## src/cavlc_config.svh

```systemverilog
`ifndef CAVLC_CONFIG_SVH
`define CAVLC_CONFIG_SVH

// Coefficients per 4x4 block
`define BLOCK_COEFFS 16

// Signed coefficient width
`define COEFF_W 8

// Bit-string buffer, worst case 3 sign bits plus 16 escape codewords of 28 bits
`define CODE_W 512

`define LEN_W 10 // Holds a bit count up to CODE_W

`endif

```

## src/cavlcPkg.sv

```systemverilog
`include "cavlc_config.svh"

package cavlcPkg;

    typedef logic signed [`COEFF_W-1:0] coeff_t;

    // Zigzag scan order, entry 0 is the DC position
    typedef coeff_t [`BLOCK_COEFFS-1:0] coeffBlock_t;

    typedef struct packed {
        logic [4:0]                 totalCoeff;
        logic [1:0]                 trailingOnes;
        logic [2:0]                 t1Signs;      // Bit 0 is the first one found, 1 means negative
        logic [4:0]                 levelCnt;     // Nonzero levels other than trailing ones
        coeff_t [`BLOCK_COEFFS-1:0] levels;       // Highest frequency at index 0
    } blockInfo_t;

    // First emitted bit sits at position len-1
    typedef struct packed {
        logic [`CODE_W-1:0] bits;
        logic [`LEN_W-1:0]  len;
    } levelBits_t;

endpackage

```

## src/blockAnalyzer.sv

```systemverilog
`include "cavlc_config.svh"

module blockAnalyzer import cavlcPkg::*; (
    input  logic        clk,
    input  logic        enc_rst,
    input  logic        capture,
    input  coeffBlock_t inBlock,
    output blockInfo_t  info
);

    blockInfo_t scan;
    coeff_t     coeff;
    logic       t1Closed;

    // Reverse scan from the highest frequency down to DC
    always_comb begin
        scan     = '0;
        coeff    = '0;
        t1Closed = 1'b0;
        for (int i = `BLOCK_COEFFS - 1; i >= 0; i--) begin
            coeff = inBlock[i];
            if (coeff != '0) begin
                if (!t1Closed && scan.trailingOnes != 2'd3 && (coeff == 1 || coeff == -1)) begin
                    scan.t1Signs[scan.trailingOnes] = coeff[`COEFF_W-1];
                    scan.trailingOnes = scan.trailingOnes + 2'd1;
                end else begin
                    // Any other value ends the trailing-ones run
                    t1Closed = 1'b1;
                    scan.levels[scan.levelCnt[3:0]] = coeff;
                    scan.levelCnt = scan.levelCnt + 5'd1;
                end
                scan.totalCoeff = scan.totalCoeff + 5'd1;
            end
        end
    end

    always_ff @(posedge clk) begin
        if (enc_rst) begin
            info <= '0;
        end else if (capture) begin
            info <= scan;
        end
    end

    t1WithinTotal: assert property (@(posedge clk) disable iff (enc_rst)
        {3'd0, info.trailingOnes} <= info.totalCoeff);

endmodule

```

## src/levelCodeEncoder.sv

```systemverilog
`include "cavlc_config.svh"

module levelCodeEncoder import cavlcPkg::*; (
    input  logic       clk,
    input  logic       enc_rst,
    input  logic       blockClear,
    input  logic       load,
    input  logic       step,
    input  blockInfo_t info,
    output logic       done,
    output levelBits_t result
);

    localparam int LenW = `LEN_W;

    logic [4:0]         idx;
    logic [2:0]         suffixLen;
    logic [2:0]         nextSuffixLen;
    logic [`CODE_W-1:0] codeBuf;
    logic [`CODE_W-1:0] signBits;
    logic [LenW-1:0]    codeLen;
    coeff_t             level;
    logic [`COEFF_W:0]  levelAbs;
    logic [11:0]        levelCode;
    logic [11:0]        scaled;
    logic [11:0]        lowMask;
    logic [3:0]         prefix;
    logic [11:0]        suffix;
    logic [3:0]         suffixW;
    logic [12:0]        codeword;
    logic [4:0]         cwLen;

    assign done = (idx == info.levelCnt);

    assign level    = info.levels[idx[3:0]];
    assign levelAbs = level[`COEFF_W-1] ? (9'd0 - {level[`COEFF_W-1], level}) : {1'b0, level};

    // Trailing-ones signs, first found is emitted first
    always_comb begin
        signBits = '0;
        for (int i = 0; i < 3; i++) begin
            if (i < info.trailingOnes) begin
                signBits = {signBits[`CODE_W-2:0], info.t1Signs[i]};
            end
        end
    end

    always_comb begin
        levelCode = 12'({levelAbs, 1'b0}) - (level[`COEFF_W-1] ? 12'd1 : 12'd2);
        if (idx == 5'd0 && info.trailingOnes != 2'd3) begin
            levelCode = levelCode - 12'd2; // First level cannot be +-1 here
        end
        scaled  = levelCode >> suffixLen;
        lowMask = ~(12'hfff << suffixLen);

        if (scaled < 12'd14) begin
            prefix  = scaled[3:0];
            suffix  = levelCode & lowMask;
            suffixW = {1'b0, suffixLen};
        end else if (suffixLen == 3'd0 && levelCode < 12'd30) begin
            prefix  = 4'd14;
            suffix  = levelCode - 12'd14; // 4-bit suffix
            suffixW = 4'd4;
        end else if (suffixLen != 3'd0 && scaled == 12'd14) begin
            prefix  = 4'd14;
            suffix  = levelCode & lowMask;
            suffixW = {1'b0, suffixLen};
        end else begin
            // Escape
            prefix  = 4'd15;
            suffix  = levelCode - (12'd15 << suffixLen) - (suffixLen == 3'd0 ? 12'd15 : 12'd0);
            suffixW = 4'd12;
        end

        // Zeros, a one, then the suffix
        codeword = (13'd1 << suffixW) | {1'b0, suffix};
        cwLen    = 5'(prefix) + 5'd1 + 5'(suffixW);
    end

    // Adaptive suffixLength after the current level
    always_comb begin
        nextSuffixLen = (suffixLen == 3'd0) ? 3'd1 : suffixLen;
        if (levelAbs > (9'd3 << (nextSuffixLen - 3'd1)) && nextSuffixLen != 3'd6) begin
            nextSuffixLen = nextSuffixLen + 3'd1;
        end
    end

    always_ff @(posedge clk) begin
        if (enc_rst || blockClear) begin
            idx       <= '0;
            suffixLen <= '0;
            codeLen   <= '0;
        end else if (load) begin
            idx       <= '0;
            suffixLen <= (info.totalCoeff > 5'd10 && info.trailingOnes != 2'd3) ? 3'd1 : 3'd0;
            codeLen   <= LenW'(info.trailingOnes);
        end else if (step && !done) begin
            idx       <= idx + 5'd1;
            suffixLen <= nextSuffixLen;
            codeLen   <= codeLen + LenW'(cwLen);
        end
    end

    always_ff @(posedge clk) begin
        if (blockClear) begin
            codeBuf <= '0;
        end else if (load) begin
            codeBuf <= signBits;
        end else if (step && !done) begin
            codeBuf <= (codeBuf << cwLen) | codeword;
        end
    end

    assign result.bits = codeBuf;
    assign result.len  = codeLen;

    // The sequencer stops stepping once the level list is used up
    noStepWhenDone: assert property (@(posedge clk) disable iff (enc_rst)
        step |-> !done);

endmodule

```

## src/levelSequencer.sv

```systemverilog
module levelSequencer (
    input  logic clk,
    input  logic enc_rst,
    input  logic inValid,
    output logic inReady,
    output logic capture,
    output logic load,
    output logic step,
    output logic blockClear,
    input  logic done,
    output logic outValid,
    input  logic outReady
);

    typedef enum logic [2:0] {
        sIdle,
        sLoad,
        sCode,
        sPresent,
        sClear
    } seqState_t;

    seqState_t state;
    seqState_t nextState;

    assign capture    = inValid && inReady;
    assign load       = (state == sLoad);
    assign step       = (state == sCode) && !done; // One level per cycle
    assign outValid   = (state == sPresent);
    assign blockClear = (state == sClear);

    always_comb begin
        nextState = state;
        case (state)
            sIdle: begin
                if (capture) begin
                    nextState = sLoad;
                end
            end
            sLoad: begin
                nextState = sCode;
            end
            sCode: begin
                if (done) begin
                    nextState = sPresent;
                end
            end
            sPresent: begin
                if (outReady) begin
                    nextState = sClear; // Held under back-pressure
                end
            end
            sClear: begin
                nextState = sIdle;
            end
            default: begin
                nextState = sIdle;
            end
        endcase
    end

    // inReady follows the idle state one edge late out of reset
    always_ff @(posedge clk) begin
        if (enc_rst) begin
            state   <= sIdle;
            inReady <= 1'b0;
        end else begin
            state   <= nextState;
            inReady <= (nextState == sIdle);
        end
    end

    outValidHeld: assert property (@(posedge clk) disable iff (enc_rst)
        outValid && !outReady |=> outValid);

endmodule

```

## src/cavlcLevelTop.sv

```systemverilog
module cavlcLevelTop import cavlcPkg::*; (
    input  logic        clk,
    input  logic        enc_rst,
    input  logic        inValid,
    output logic        inReady,
    input  coeffBlock_t inBlock,
    output logic        outValid,
    input  logic        outReady,
    output levelBits_t  outBits
);

    logic       capture;
    logic       load;
    logic       step;
    logic       blockClear;
    logic       done;
    blockInfo_t info;

    blockAnalyzer analyzer_i (
        .clk     (clk),
        .enc_rst (enc_rst),
        .capture (capture),
        .inBlock (inBlock),
        .info    (info)
    );

    levelCodeEncoder encoder_i (
        .clk        (clk),
        .enc_rst    (enc_rst),
        .blockClear (blockClear),
        .load       (load),
        .step       (step),
        .info       (info),
        .done       (done),
        .result     (outBits)
    );

    levelSequencer sequencer_i (
        .clk        (clk),
        .enc_rst    (enc_rst),
        .inValid    (inValid),
        .inReady    (inReady),
        .capture    (capture),
        .load       (load),
        .step       (step),
        .blockClear (blockClear),
        .done       (done),
        .outValid   (outValid),
        .outReady   (outReady)
    );

endmodule

```

## config.mk

```make
export PLATFORM = sky130hd
export DESIGN_NAME = cavlcLevelTop
export DESIGN_NICKNAME = d
export VERILOG_FILES = /design/src/cavlcPkg.sv /design/src/blockAnalyzer.sv /design/src/levelCodeEncoder.sv /design/src/levelSequencer.sv /design/src/cavlcLevelTop.sv
export VERILOG_INCLUDE_DIRS = /design/src /design/src/src
export SDC_FILE = /design/constraint.sdc
export NUM_CORES = 2
export LEC_CHECK = 0
export BUFFER_PORTS_ARGS = -buffer_cell sky130_fd_sc_hd__buf_2
export CAP_MARGIN = 20
export CORE_MARGIN = 1.5
export CORE_UTILIZATION = 30
export CTS_CLUSTER_SIZE = 28
export DETAILED_ROUTE_END_ITERATION = 8
export GPL_ROUTABILITY_DRIVEN = 1
export GPL_TIMING_DRIVEN = 0
export PLACE_DENSITY_LB_ADDON = 0.3
export SYNTH_ARGS = -nofsm -noshare
export SYNTH_HDL_FRONTEND = slang
export SYNTH_HIERARCHICAL = 1
export SYNTH_SLANG_ARGS = --single-unit
```

## constraint.sdc

```tcl
create_clock -name clk -period 30.3 [get_ports clk]
set_input_delay 1.515 -clock clk [delete_from_list [all_inputs] [get_ports clk]]
set_output_delay 1.515 -clock clk [all_outputs]
set_load 0.1 [all_outputs]
```

# Yosys cells after proc, flatten, opt, wreduce, memory -nomap -nowiden

Cells that the tools add are included.

Add/sub/neg operators: 57
Order comparisons: 68
Eq/ne operators: 55
Shift operators: 6
Multiplexer cells: 203
Bitwise operators: 4
Reductions and logical operators: 124

Operators by type and width:

| operator                                                   | count |
|---|---|
| two-way mux 143 bit                                        | 15 |
| two-way mux 133 bit                                        | 15 |
| bitwise mux 128 bit                                        | 15 |
| two-way mux 512 bit                                        | 2 |
| bitwise OR 512 x 13 -> 512 bit                             | 1 |
| << shifter 512 x 5 -> 512 bit                              | 1 |
| demux 8 bit (select 4 bit)                                 | 15 |
| adder 5 x 1 -> 5 bit, second input constant                | 30 |
| two-way mux 8 bit                                          | 18 |
| equality test 8 x 1 -> 1 bit, second input constant        | 16 |
| equality test 8 x 2 -> 1 bit, second input constant        | 16 |
| nonzero test 8 bit                                         | 16 |
| less-than comparator 4 x 5 -> 1 bit, second input constant | 16 |
| two-way mux 5 bit                                          | 15 |
| logical AND 1 bit                                          | 68 |
| >= comparator 4 x 1 -> 1 bit, second input constant        | 15 |
| two-way mux 1 bit                                          | 51 |
| two-way mux 12 bit                                         | 4 |
| bitwise mux 3 bit                                          | 15 |
| less-than comparator 2 x 3 -> 1 bit, second input constant | 15 |
| binary-select mux 8 bit (select 4 bit)                     | 1 |
| != test 2 bit, second input constant                       | 16 |
| adder 2 x 1 -> 2 bit, second input constant                | 15 |
| demux 1 bit (select 2 bit)                                 | 15 |
| other kinds (45)                                           | 111 |

Bits in registers: 677
Bits of input ports: 132
Output and inout bits: 524
Word-level logic and storage cells: 544

# Depth between registers and ports, before layout

Word-level depth: 109
Gate-level depth with buffers: 66
Mapped depth without buffers: 61

# Cells and area by module

The synthesis kept the hierarchy.

By module, submodules not included:

| module           | instances | cells each | area an instance (um^2) | seq. area each (um^2) |
|---|---|---|---|---|
| levelCodeEncoder | 1         | 5206       | 50433.4                 | 10610.2 |
| blockAnalyzer    | 1         | 4143       | 26927.1                 | 2862.7 |
| levelSequencer   | 1         | 24         | 230.2                   | 80.1 |

# Worst setup path after synthesis

OpenSTA, ideal clock, no wires.

Path kind: input to register
From: in inBlock[124] (netlist name)
To: reg analyzer_i/info[6] (netlist name)
Library setup time: 0.122 ns
Arrival time: 14.743 ns
Data required time: 30.178 ns
Slack: 15.435 ns
Stages on the path: 64
Path buffers: 7
Cells stage by stage: or4_4 nor4_4 nor2_1 clkbuf_1 clkbuf_1 nor2_1 ha_1 a31oi_1 a31oi_4 ha_1 a211oi_1 a21oi_1 or2_2 ha_1 a211o_1 or3_1 clkbuf_1 nor2_1 (+28 left out) nor4_1 o211ai_1 a21oi_2 xor2_1 inv_1 ha_1 nand2_1 o21ai_0 ha_1 o211a_1 xnor2_1 and3_1 clkbuf_1 and3_1 buf_2 buf_2 a2111oi_0 a221o_1

Cells in the longest elaborated chain, start to end: 81
Elaborated cells on any way between the ends: 262
Classes of those cells: add/sub (28); order compare (30); eq/ne (17); mux (125); reduce/logical (62)

Ends and longest elaborated chain:

| element                                                                       | line                | RTL |
|---|---|---|
| from (decl)                                                                   | cavlcLevelTop.sv:6  | `input coeffBlock_t inBlock,` |
| parallel branches: the longest is 80 deep, another holds adder 5 x 1 -> 5 bit | -                   |  |
| two-way mux 143 bit *                                                         | blockAnalyzer.sv:22 | `if (coeff != '0) begin` |

Mark *: on every way between the ends.
A chain may end at the register's enable or synchronous reset.

# Worst setup path after layout

From: in inBlock[124] (netlist name)
To: reg analyzer_i/info[78] (netlist name)

Cells in the longest elaborated chain, start to end: 81
Elaborated cells on any way between the ends: 260
Classes of those cells: add/sub (28); order compare (30); eq/ne (17); mux (123); reduce/logical (62)

Ends and longest elaborated chain:

| element                                                                       | line |
|---|---|
| parallel branches: the longest is 80 deep, another holds adder 5 x 1 -> 5 bit | - |
| two-way mux 143 bit *                                                         | blockAnalyzer.sv:22 |

Marked as above.

==> run_results.csv <==
group,metric,value,unit
synthesis,synth_top_area_frac,0.214,
sta,rsz0062_at_grt,"false",
clocking,cts.sinks,677,
hold_path,min_from,"analyzer_i/info[69]",
synthesis,synthFlopType,"dfxtp_1",
floorplan,start_util,0.302,
global_route,track_usage,0.303,
worst_setup_path,max_stage_delay,0.78,ns
run_status,status,"finished, final reports clean",
sta,finalSetupViolations,0,
drt,wirelength,419000,um
worst_setup_path,worst-setup-path-type,"in2reg",
sta,slew_headroom,0.0955,
worst_setup_path,required,30.92,ns
clocking,tritoncts,"built",
synthesis,synth.most_common_cell,"nand2_1",
floorplan,dieArea,0.262,mm2
sta,max_freq,0.0565,GHz
placed_design,dp_hpwl,337000,um
pwr,power_density,139,mW/mm2
clocking,cts_buffers,91,
finish,area_growth,14.0,%
placed_design,gp_congestion,1.04,
global_route,grt_max_degree,17,
floorplan,coreArea,0.257,mm2
synthesis,syn_inst,9373,
global_route,antenna_found_initial,42,
floorplan,die_x,512,um
global_route,first_global_vias,81691,
drt,vias,87960,
clocking,clk_pin_slew_worst_paths,0.06,ns
clocking,cts_resized,0,
synthesis,synth_area,0.0776,mm2
worst_setup_path,critical_path.slowest_cell,"nor2_1",
synthesis,synth.yosys.seq_area_share,0.175,
synthesis,syn_nets,9653,
synthesis,synthArstFlopShare,0,
sta,finalHoldViolCount,0,
synthesis,ys_types,124,
global_route,grt_pass1_wl,590000,um
finish,fillers,27167,
drt,drt_iter0_markers,13206,
sta,tightest_slew,1.32,ns
worst_setup_path,critPathLaunchType,"input pin",
synthesis,synth_area_leaders,"mux4_2 (21%), dfxtp_1 (17%), mux2i_1 (11%), nand2_1 (6.2%), nor2_1 (4.6%)",
floorplan,placementRows,186,
pwr,p_leak,35.1,nW
floorplan,die_h,512,um
synthesis,synth-seq-cells,677,
sta,fin_crit,17.70,ns
synthesis,synth_edf_count,0,
sta,slew_viol_final,0,
finish,stdcell_count,13564,
synthesis,synth_top_area_cell,"mux4_2",
worst_setup_path,cp_data_arrival_time,18.33,ns
placed_design,dp_cells,13357,
drt,dr.pass1.iters,8,
worst_setup_path,end_kind,"flip-flop",
finish,drive_gt1_frac,0.172,
drt,ant_nets,0,
drt,drc,0,
worst_setup_path,reg2reg_depth,37,
drt,routedWlPerCell,30.9,um
clocking,cts_root_buf,"clkbuf_16",
sta,finalSetupTns,0,ns
hold_path,whs_endpoint,"analyzer_i/info[69]",
clocking,ctsHoldBuffers,0,
hold_path,min_path_type,"reg2reg",
job,cap_violations,0,
synthesis,yosys_warnings,6,
drt,vias_per_cell,6.48,
worst_setup_path,r2r_start,"encoder_i/idx[1]",
clocking,clk_path_buf_depth,3,
synthesis,synth_common_cells,"nand2_1 (1287), nor2_1 (958), mux2i_1 (850)",
worst_setup_path,rrSetupSlack,17.12,ns
sta,fin_crit_sh,0.584,
worst_setup_path,cp_max_fo,10,
hold_path,hold_depth,2,
finish,fin_area,0.0885,mm2
placed_design,placedInstanceArea,0.0849,mm2
clocking,insertion_delay,0.82,ns
worst_setup_path,r2r-end,"encoder_i/codeLen[8]",
sta,finClkSkew,0.115,ns
pwr,worst_ir_drop_vdd,114,uV
synthesis,avgSynthCellArea,8.28,um2
finish,final_nets,10358,
global_route,grt-ovfl-total,0,
placed_design,port_buffers,585,
clocking,htreeDepth,3,
clocking,cts_setup_buffers,0,
worst_setup_path,cp_common_cell,"ha_1",
floorplan,num_io_pins,656,
==> critical path: cells and delay by family <==
kind                     cells  cell delay [ns]
buffers and inverters       10             1.70
adder cells (fa/ha/maj)     13             4.39
XOR/XNOR                     1             0.49
AO/OA/AOI/OAI               20             5.20
AND/OR/NAND/NOR             21             4.96
==> layer usage <==
layer	share of wire	vias to the layer above	track usage	wire length (um)
li1	-	37247	-	-
met1	0.39	43565	0.397	163000
met2	0.44	6241	0.464	183000
met3	0.13	891	0.0860	53400
met4	0.048	16	0.129	20000
met5	0.00027	-	0	113
==> cells by family (layout without fill, tap and decap cells) <==
family,count (synthesis),in the layout,synth area share
simple gates,3520,3520,0.201
compound gates,2069,2069,0.188
mux,1664,1664,0.336
buf+inv,1142,1924,0.0573
flops,677,677,0.175
fa+ha+maj,150,150,0.0244
xor+xnor,150,150,0.0192
other cells,1,26,0.0000483
==> where the power goes <==
group	total (mW)	internal [mW]	switching [mW]
sequential	1.88	1.23	0.646
combinational	9.22	2.75	6.48
clock	1.22	0.723	0.497
total	12.3	4.70	7.62
==> cell usage in the layout (no fill, tap or decap), types with 76 or more instances in the layout <==
| cell | synthesis | final |
|---|---|---|
| mux4_2 | 736 | 736 |
| ha_1 | 145 | 145 |
| a21oi_1 | 330 | 330 |
| nor3_1 | 151 | 150 |
| nor2_1 | 958 | 958 |
| a311oi_1 | 303 | 303 |
| clkbuf_1 | 826 | 840 |
| dfxtp_1 | 677 | 677 |
| inv_1 | 121 | 121 |
| mux2i_1 | 850 | 850 |
| buf_2 | 40 | 632 |
| buf_1 | 119 | 119 |
| nand2_1 | 1287 | 1287 |
| and3_1 | 76 | 76 |
| xnor2_1 | 91 | 90 |
| o211ai_1 | 169 | 169 |
| clkbuf_16 | 0 | 91 |
| nand3_1 | 689 | 689 |
| o21ai_0 | 398 | 398 |
| a211oi_1 | 377 | 377 |
==> sequential cells by signal, indices dropped and copies added, names as in the netlist <==
register / flops
sequencer_i/state: 3
encoder_i/codeLen: 10
encoder_i/codeBuf: 512
encoder_i/idx: 5
sequencer_i/inReady: 1
analyzer_i/info: 143
encoder_i/suffixLen: 3
==> through the flow <==
| step | util | power, mW | worst slack, ns | hold WS (ns) |
|---|---|---|---|---|
| final | 0.344 | 12.3 | 12.60 | 0.460 |
| after global routing | 0.344 | 12.7 | 11.65 | 0.481 |
| after CTS | 0.344 | 12.0 | 13.12 | 0.454 |
| after detailed placement | 0.331 | 10.8 | 12.36 | 0.445 |
| after global placement | 0.330 | 10.8 | 12.42 | 0.435 |
| after floorplan | - | 8.14 | 15.43 | 0.417 |
==> how the worst max path moves through the flow <==
stage	depth (start not counted)	end	start	slack [ns]
4_1_cts	64	analyzer_i/info[3]	inBlock[124]	13.12
6_report	65	analyzer_i/info[78]	inBlock[124]	12.60
5_1_grt	64	analyzer_i/info[74]	inBlock[124]	11.65
3_3_place_gp	64	analyzer_i/info[4]	inBlock[124]	12.42
2_1_floorplan	64	analyzer_i/info[6]	inBlock[124]	15.43
3_5_place_dp	64	analyzer_i/info[3]	inBlock[124]	12.36
==> layout make-up <==
type | count | area [um2] | share of cell area
Multi-Input combinational cell | 7554 | 59600 | 0.674
Sequential cell | 677 | 13600 | 0.153
Clock buffer | 130 | 2670 | 0.0302
Buffer | 1001 | 3910 | 0.0442
Tap cell | 3384 | 4230 | 0.0479
Timing Repair Buffer | 612 | 3230 | 0.0365
Clock inverter | 40 | 683 | 0.00772
Inverter | 141 | 534 | 0.00604
Antenna cell | 25 | 62.6 | 0.000707
Note: power is estimated with default switching activity, not from simulation.
